--- src/source/rnn_defines.svh ---
`ifndef RNN_DEFINES_SVH
`define RNN_DEFINES_SVH

// network dimensions
`define RNN_VOCAB_SIZE   76            // tokens in the vocabulary
`define RNN_EMBED_SIZE   4             // elements per embedding vector
`define RNN_HIDDEN_SIZE  8             // hidden neurons

// number format, signed Q8.8
`define RNN_FRAC_BITS    8             // fraction bits
`define RNN_DATA_WIDTH   16            // one weight-memory word
`define RNN_ADDR_WIDTH   16            // word address width

// Weight memory map. The tables sit back to back in this order,
// each one indexed as described next to its base.
`define RNN_EMBED_BASE   0                                                // token*E + e
`define RNN_W_IH_BASE    (`RNN_EMBED_BASE + `RNN_VOCAB_SIZE * `RNN_EMBED_SIZE)  // j*E + e
`define RNN_W_HH_BASE    (`RNN_W_IH_BASE + `RNN_HIDDEN_SIZE * `RNN_EMBED_SIZE)  // j*H + k
`define RNN_B_IH_BASE    (`RNN_W_HH_BASE + `RNN_HIDDEN_SIZE * `RNN_HIDDEN_SIZE) // j
`define RNN_B_HH_BASE    (`RNN_B_IH_BASE + `RNN_HIDDEN_SIZE)                    // j

`endif

--- src/source/rnn_pkg.sv ---
`default_nettype none

`include "rnn_defines.svh"

package rnn_pkg;

    // signed Q8.8 value, one memory word
    typedef logic signed [`RNN_DATA_WIDTH-1:0] fixed_t;

    typedef logic [`RNN_ADDR_WIDTH-1:0] word_addr_t;        // weight memory word address

    typedef logic [$clog2(`RNN_VOCAB_SIZE)-1:0] token_t;    // 7 bits for 76 tokens

    // hidden state, neuron 0 in the low word
    typedef fixed_t [`RNN_HIDDEN_SIZE-1:0] hidden_vec_t;

    // wishbone classic master side, reads only
    typedef struct packed {
        logic       cyc;
        logic       stb;
        word_addr_t adr;
    } wb_req_t;

    typedef struct packed {
        logic   ack;
        fixed_t dat;                                         // valid while ack is high
    } wb_rsp_t;

    // one operation for the MAC
    typedef struct packed {
        logic   valid;
        logic   clear;                                       // load a, first term of a neuron
        logic   bias;                                        // add a unscaled
        fixed_t a;
        fixed_t b;
    } mac_op_t;

endpackage

`default_nettype wire

--- src/source/weight_fetch.sv ---
`default_nettype none

module weight_fetch
    import rnn_pkg::*;
(
    input  wire        clk,
    input  wire        reset,
    input  wire        fetch_req,
    input  word_addr_t fetch_addr,
    input  wb_rsp_t    wb_rsp,
    output wb_req_t    wb_req,
    output logic       fetch_valid,
    output fixed_t     fetch_data
);

    logic       active;                       // bus cycle in progress
    word_addr_t adr_q;
    logic       valid_q;
    fixed_t     data_q;

    // two states: idle (active low) and waiting for ack (active high)
    always_ff @(posedge clk)
    begin
        if (reset)
        begin
            active  <= 1'b0;
            valid_q <= 1'b0;
        end
        else
        begin
            valid_q <= 1'b0;                  // single cycle pulse
            if (!active)
            begin
                if (fetch_req)
                    active <= 1'b1;           // cyc/stb up one cycle after the request
            end
            else if (wb_rsp.ack)
            begin
                active  <= 1'b0;              // drop cyc/stb right after ack
                valid_q <= 1'b1;
            end
        end
    end

    always_ff @(posedge clk)
    begin
        if (!active && fetch_req)
            adr_q <= fetch_addr;              // held for the whole cycle
        if (active && wb_rsp.ack)
            data_q <= wb_rsp.dat;
    end

    assign wb_req      = '{cyc: active, stb: active, adr: adr_q};
    assign fetch_valid = valid_q;
    assign fetch_data  = data_q;

    // one word per bus cycle, cyc and stb fall together after the ack
    a_drop_after_ack : assert property (@(posedge clk) disable iff (reset)
        wb_req.stb && wb_rsp.ack |=> !wb_req.cyc && !wb_req.stb);

    // the slave may stall as long as it likes, the request must not move
    a_adr_stable : assert property (@(posedge clk) disable iff (reset)
        wb_req.stb && !wb_rsp.ack |=> wb_req.stb && $stable(wb_req.adr));

endmodule

`default_nettype wire

--- src/source/mac_unit.sv ---
`default_nettype none

`include "rnn_defines.svh"

module mac_unit
    import rnn_pkg::*;
(
    input  wire     clk,
    input  wire     reset,
    input  mac_op_t mac_op,
    output fixed_t  acc_relu
);

    localparam int W = `RNN_DATA_WIDTH;

    logic signed [2*W-1:0] product_full;      // exact signed product
    fixed_t                product;
    fixed_t                acc;

    // Q8.8 times Q8.8 gives Q16.16, shift back and keep the low word
    assign product_full = $signed(mac_op.a) * $signed(mac_op.b);
    assign product      = fixed_t'(product_full >>> `RNN_FRAC_BITS);

    always_ff @(posedge clk)
    begin
        if (reset)
        begin
            acc <= '0;
        end
        else if (mac_op.valid)
        begin
            if (mac_op.clear)
                acc <= mac_op.a;              // start of a new neuron
            else if (mac_op.bias)
                acc <= acc + mac_op.a;        // bias terms are already Q8.8
            else
                acc <= acc + product;         // wraps in 16 bits
        end
    end

    // relu, negative sums read as zero
    assign acc_relu = acc[W-1] ? fixed_t'(0) : acc;

    a_op_kind : assert property (@(posedge clk) disable iff (reset)
        mac_op.valid |-> !(mac_op.clear && mac_op.bias));

endmodule

`default_nettype wire

--- src/source/rnn_sequencer.sv ---
`default_nettype none

`include "rnn_defines.svh"

module rnn_sequencer
    import rnn_pkg::*;
(
    input  wire         clk,
    input  wire         reset,
    input  wire         start,
    input  wire         clear,
    input  token_t      token,
    input  wire         fetch_valid,
    input  fixed_t      fetch_data,
    input  fixed_t      acc_relu,
    output logic        fetch_req,
    output word_addr_t  fetch_addr,
    output mac_op_t     mac_op,
    output logic        busy,
    output logic        done,
    output hidden_vec_t hidden
);

    localparam int E         = `RNN_EMBED_SIZE;
    localparam int H         = `RNN_HIDDEN_SIZE;
    localparam int MAX_LEN   = (E > H) ? E : H;
    localparam int CNT_W     = $clog2(MAX_LEN);
    localparam int EMB_IDX_W = $clog2(E);

    localparam logic [2:0] S_IDLE   = 3'd0;
    localparam logic [2:0] S_EMBED  = 3'd1;   // load token embedding
    localparam logic [2:0] S_IH     = 3'd2;   // input-to-hidden weights
    localparam logic [2:0] S_HH     = 3'd3;   // hidden-to-hidden weights
    localparam logic [2:0] S_BIH    = 3'd4;
    localparam logic [2:0] S_BHH    = 3'd5;
    localparam logic [2:0] S_SAMPLE = 3'd6;   // accumulator settled, take relu
    localparam logic [2:0] S_COMMIT = 3'd7;

    logic [2:0]         state;
    logic [CNT_W-1:0]   elem_cnt;             // element within the current run
    logic [CNT_W-1:0]   neuron_cnt;
    logic               elem_last;
    logic               neuron_last;
    token_t             token_q;
    fixed_t [E-1:0]     embed_q;
    hidden_vec_t        new_state_q;

    assign busy = (state != S_IDLE);

    // the hidden-to-hidden run is H long, the others E long
    assign elem_last   = (state == S_HH) ? (elem_cnt == CNT_W'(H - 1))
                                         : (elem_cnt == CNT_W'(E - 1));
    assign neuron_last = (neuron_cnt == CNT_W'(H - 1));

    always_ff @(posedge clk)
    begin
        if (reset)
        begin
            state      <= S_IDLE;
            elem_cnt   <= '0;
            neuron_cnt <= '0;
            fetch_req  <= 1'b0;
            done       <= 1'b0;
            hidden     <= '0;
        end
        else
        begin
            fetch_req <= 1'b0;
            done      <= 1'b0;
            case (state)
                S_IDLE:
                begin
                    if (clear)
                        hidden <= '0;
                    if (start)
                    begin
                        state      <= S_EMBED;
                        elem_cnt   <= '0;
                        neuron_cnt <= '0;
                        fetch_req  <= 1'b1;
                    end
                end
                S_EMBED, S_IH, S_HH:
                begin
                    if (fetch_valid)
                    begin
                        fetch_req <= 1'b1;            // next word, counters move with it
                        if (elem_last)
                        begin
                            elem_cnt <= '0;
                            if (state == S_EMBED)
                                state <= S_IH;
                            else if (state == S_IH)
                                state <= S_HH;
                            else
                                state <= S_BIH;
                        end
                        else
                        begin
                            elem_cnt <= elem_cnt + 1'b1;
                        end
                    end
                end
                S_BIH:
                begin
                    if (fetch_valid)
                    begin
                        fetch_req <= 1'b1;
                        state     <= S_BHH;
                    end
                end
                S_BHH:
                begin
                    if (fetch_valid)
                        state <= S_SAMPLE;            // last op of the neuron goes out now
                end
                S_SAMPLE:
                begin
                    if (neuron_last)
                    begin
                        state <= S_COMMIT;
                    end
                    else
                    begin
                        neuron_cnt <= neuron_cnt + 1'b1;
                        state      <= S_IH;
                        fetch_req  <= 1'b1;
                    end
                end
                default:                               // S_COMMIT
                begin
                    hidden <= new_state_q;
                    done   <= 1'b1;
                    state  <= S_IDLE;
                end
            endcase
        end
    end

    always_ff @(posedge clk)
    begin
        if (state == S_IDLE && start)
            token_q <= token;
        if (state == S_EMBED && fetch_valid)
            embed_q[elem_cnt[EMB_IDX_W-1:0]] <= fetch_data;
        if (state == S_SAMPLE)
            new_state_q[neuron_cnt] <= acc_relu;
    end

    // every fetched weight or bias turns into one MAC operation
    always_comb
    begin
        mac_op.valid = fetch_valid && (state inside {S_IH, S_HH, S_BIH, S_BHH});
        mac_op.clear = (state == S_IH) && (elem_cnt == '0);
        mac_op.bias  = (state == S_BIH) || (state == S_BHH);
        mac_op.a     = fetch_data;
        mac_op.b     = (state == S_HH) ? hidden[elem_cnt]
                                       : embed_q[elem_cnt[EMB_IDX_W-1:0]];
    end

    always_comb
    begin
        case (state)
            S_EMBED: fetch_addr = word_addr_t'(`RNN_EMBED_BASE + token_q * E + elem_cnt);
            S_IH:    fetch_addr = word_addr_t'(`RNN_W_IH_BASE + neuron_cnt * E + elem_cnt);
            S_HH:    fetch_addr = word_addr_t'(`RNN_W_HH_BASE + neuron_cnt * H + elem_cnt);
            S_BIH:   fetch_addr = word_addr_t'(`RNN_B_IH_BASE + neuron_cnt);
            S_BHH:   fetch_addr = word_addr_t'(`RNN_B_HH_BASE + neuron_cnt);
            default: fetch_addr = '0;
        endcase
    end

    // done only marks the cycle in which busy has just fallen
    a_done_idle : assert property (@(posedge clk) disable iff (reset)
        done |-> !busy && $past(busy));

endmodule

`default_nettype wire

--- src/source/rnn_cell_top.sv ---
`default_nettype none

module rnn_cell_top
    import rnn_pkg::*;
(
    input  wire         clk,
    input  wire         reset,
    input  wire         start,
    input  wire         clear,
    input  token_t      token,
    input  wb_rsp_t     wb_rsp,
    output logic        busy,
    output logic        done,
    output hidden_vec_t hidden,
    output wb_req_t     wb_req
);

    logic       fetch_req;
    word_addr_t fetch_addr;
    logic       fetch_valid;
    fixed_t     fetch_data;
    mac_op_t    mac_op;
    fixed_t     acc_relu;

    rnn_sequencer u_rnn_sequencer (
        .clk         (clk),
        .reset       (reset),
        .start       (start),
        .clear       (clear),
        .token       (token),
        .fetch_valid (fetch_valid),
        .fetch_data  (fetch_data),
        .acc_relu    (acc_relu),
        .fetch_req   (fetch_req),
        .fetch_addr  (fetch_addr),
        .mac_op      (mac_op),
        .busy        (busy),
        .done        (done),
        .hidden      (hidden)
    );

    // single-word reads from the weight memory
    weight_fetch u_weight_fetch (
        .clk         (clk),
        .reset       (reset),
        .fetch_req   (fetch_req),
        .fetch_addr  (fetch_addr),
        .wb_rsp      (wb_rsp),
        .wb_req      (wb_req),
        .fetch_valid (fetch_valid),
        .fetch_data  (fetch_data)
    );

    mac_unit u_mac_unit (
        .clk         (clk),
        .reset       (reset),
        .mac_op      (mac_op),
        .acc_relu    (acc_relu)
    );

endmodule

`default_nettype wire

--- config.mk ---
export PLATFORM = sky130hd
export DESIGN_NAME = rnn_cell_top
export DESIGN_NICKNAME = d
export VERILOG_FILES = /design/src/source/rnn_pkg.sv /design/src/source/weight_fetch.sv /design/src/source/mac_unit.sv /design/src/source/rnn_sequencer.sv /design/src/source/rnn_cell_top.sv
export VERILOG_INCLUDE_DIRS = /design/src /design/src/source
export SDC_FILE = /design/constraint.sdc
export NUM_CORES = 1
export LEC_CHECK = 0
export ABC_AREA = 0
export BUFFER_PORTS_ARGS = -buffer_cell sky130_fd_sc_hd__buf_2
export CAP_MARGIN = 20
export CORE_MARGIN = 3
export CORE_UTILIZATION = 40
export CTS_CLUSTER_DIAMETER = 30
export CTS_CLUSTER_SIZE = 25
export DETAILED_ROUTE_END_ITERATION = 7
export GPL_TIMING_DRIVEN = 0
export HOLD_SLACK_MARGIN = 0.1
export PLACE_DENSITY = 0.54
export SLEW_MARGIN = 10
export SYNTH_ARGS = -nofsm -noshare
export SYNTH_HDL_FRONTEND = slang
export SYNTH_SLANG_ARGS = --single-unit
export TNS_END_PERCENT = 50
--- constraint.sdc ---
create_clock -name clk -period 18.2 [get_ports clk]
set_clock_uncertainty 0.1 [all_clocks]
set_input_delay 3.64 -clock clk [delete_from_list [all_inputs] [get_ports clk]]
set_output_delay 3.64 -clock clk [all_outputs]
set_load 0.05 [all_outputs]
==> run_results.csv <==
group,metric,value,unit
synthesis,syn_avg_cell_area,11.4,µm²
min_path,holdCritPathClass,"flop to flop",
route,initialDrtViolationCount,1214,
layout,fin_nets,2538,
synthesis,synth_edf_count,217,
sta,setup_violations,0,
clocking,htree_levels,3,
place,port_buffers,160,
place,place.gp.congestion,0.842,
clocking,ctsResizeCount,0,
layout,antenna_cells,0,
synthesis,synth_area,22200,µm²
route,drt_wl_total,70200,µm
clocking,postCtsSetupRepairBufs,0,
critical_path,worstSetupStartpoint,"u_rnn_sequencer.elem_cnt[1]",
critical_path,crit_buf_inv,10,
sta,rsz0062_at_grt,"no",
clocking,clockBufferDepth,3,
die,die_w,242,µm
route,final_antenna_net_count,0,
critical_path,path_class,"flop to flop",
synthesis,async_reset_ff_share,0,%
clocking,numCtsBuffers,82,
global_route,antenna_found_initial,0,
place,hpwlAfterDp,52500,µm
sta,relSlewSlack,19.6,%
sta,timing_max_transition_violations_final,0,
layout,final_core_util,49.8,%
die,initial_utilization,40.9,%
clocking,clock_latency,610,ps
synthesis,ys_ff_latch,366,
global_route,grt_pass1_wl,107000,µm
die,rows,85,
sta,min_period,12320,ps
layout,drive_gt1_share,17.8,%
critical_path,critPathMostFrequentCell,"fa_1",
critical_path,worstPathRequired,18600,ps
clocking,cts_sinks,366,
critical_path,cp_slowest_stage_delay,850,ps
critical_path,arrival,12720,ps
global_route,grt_util_all_layers,24.1,%
route,vias,16087,
global_route,overflow,0,
synthesis,synth-main-ff-cell,"edfxtp_1",
die,die_area,58500,µm²
clocking,path_clk_slew,50,ps
sta,max_freq,81.2,MHz
sta,final.setup.tns,0,ps
critical_path,path_max_fanout,10,
route,drt-pass1-iter-count,6,
clocking,cts_tree,"yes",
global_route,grt_max_degree,17,
sta,hold_viol_final,0,
critical_path,critPathTopFamily,"compound AO/OA/AOI/OAI gates",
route,wire_per_inst,23.2,µm
synthesis,syn_inst,1947,
synthesis,ys_seq_area_share,42.7,%
critical_path,cp-end-kind,"flop",
route,route.detailed.drc,0,
clocking,cts_hold_buf,0,
synthesis,ys_warn_count,0,
sta,final.period_utilization,67.7,%
critical_path,cp-start-kind,"flop",
die,die_y,242,µm
die,core_area,54500,µm²
run_status,outcome,"complete, no violations",
critical_path,r2r-start,"u_rnn_sequencer.elem_cnt[1]",
synthesis,synth.distinct_cells,71,
layout,syn2layout_area_growth,21.8,%
global_route,grt_pass1_vias,16702,
clocking,root_buffer,"clkbuf_16",
critical_path,cp_slowest_cell,"a21oi_1",
sta,worst_pin_slew,1200,ps
min_path,min_from,"u_rnn_sequencer.new_state_q[92]",
run,cap_violations,0,
route,viasPerCell,5.32,
die,io_pins,176,
-- metal layers --
| metal | vias to the layer above | part of all wire [%] | wire length, µm | GRT usage, % |
|---|---|---|---|---|
| met4 | 0 | 2.6 | 1800 | 7.04 |
| met2 | 565 | 46 | 32000 | 37.6 |
| li1 | 7122 | - | - | - |
| met1 | 8293 | 46 | 32200 | 34.8 |
| met5 | - | 0 | 0 | 0 |
| met3 | 107 | 6.0 | 4200 | 4.07 |
-- placed cells by master (no fill, tap or decap), drive strengths merged, types with 6 or more instances in the layout --
cell      Yosys  final
mux4         41     41
nor2         94     94
or2           6      6
nand2b       28     28
mux2i        25     25
xor2         10     10
o21ai        26     26
buf          35    208
nor2b        76     76
xnor2        39     39
conb          1     14
o211ai        6      6
and3          7      7
a22o         79     79
dfxtp       149    149
fa          187    187
nor3         16     16
clkinvlp      0      6
edfxtp      217    217
a211oi       10     10
a311oi        8      8
ha          106    106
o21a          9      9
nand3        34     34
a22oi        25     25
o21bai        6      6
nand2       185    185
bufinv        0     13
inv         258    261
clkinv        0     31
clkbuf       84    183
and2         54     54
a21oi        69     69
-- cells by family (layout without fill, tap and decap cells) --
| logic type | count (synthesis) | count (layout) | share of synthesized area [%] |
|---|---|---|---|
| compound gates | 278 | 278 | 9.13 |
| fa+ha+maj | 293 | 293 | 22.8 |
| xor+xnor | 50 | 50 | 2.03 |
| other cells | 1 | 14 | 0.0169 |
| buf+inv | 377 | 702 | 6.83 |
| mux | 67 | 67 | 5.33 |
| simple gates | 515 | 515 | 11.2 |
| flops | 366 | 366 | 42.7 |
-- worst paths after layout --
path                           endpoint  slack, ps  cells after the start
min          u_rnn_sequencer.hidden[92]        350                      1
min reg2reg  u_rnn_sequencer.hidden[92]        350                      1
max reg2reg          u_mac_unit.acc[15]       5880                     37
max                  u_mac_unit.acc[15]       5880                     37
-- layout make-up --
type	count	area, µm²
Inverter	258	968
Fill cell	4967	27400
Timing Repair Buffer	173	966
Clock inverter	53	664
Tap cell	739	925
Multi-Input combinational cell	1217	11300
Buffer	119	552
Clock buffer	99	2230
Sequential cell	366	9500
-- synthesized netlist by cell type, drive strengths merged (16+ instances only) --
| cell type | n | share of area (%) |
|---|---|---|
| buf | 35 | 1.1 |
| fa | 187 | 17 |
| nand2b | 28 | 0.79 |
| xnor2 | 39 | 1.5 |
| and2 | 54 | 1.5 |
| dfxtp | 149 | 13 |
| nor3 | 16 | 0.38 |
| edfxtp | 217 | 29 |
| a21oi | 69 | 1.6 |
| nand3 | 34 | 0.76 |
| mux2i | 25 | 1.1 |
| clkbuf | 84 | 1.4 |
| nor2b | 76 | 2.1 |
| a22oi | 25 | 0.84 |
| mux4 | 41 | 4.2 |
| a22o | 79 | 3.1 |
| nor2 | 94 | 1.6 |
| nand2 | 185 | 3.1 |
| o21ai | 26 | 0.58 |
| ha | 106 | 6.0 |
| inv | 258 | 4.4 |
-- state kept, by name (all words and copies together) (netlist names), 3 cells and up --
signal                       flops
u_weight_fetch.adr_q            10
u_mac_unit.acc                  16
u_weight_fetch.fetch_data       16
u_rnn_sequencer.hidden         120
u_rnn_sequencer.neuron_cnt       3
u_rnn_sequencer.new_state_q    120
u_rnn_sequencer.state            3
u_rnn_sequencer.token_q          7
u_rnn_sequencer.embed_q         64
u_rnn_sequencer.elem_cnt         3
-- through the flow --
stage	area (µm²)	worst slack (ps)	hold slack, ps	instances
after CTS	27100	5940	350	3024
after global placement	24000	5650	338	2859
after detailed placement	24200	6000	340	2872
final	27100	5880	351	3024
after floorplan	22300	8540	336	1960
after global routing	27100	5360	360	3024
Power is not shown: default switching activity piles up to over one toggle a cycle in this logic, so the estimate is an artifact.
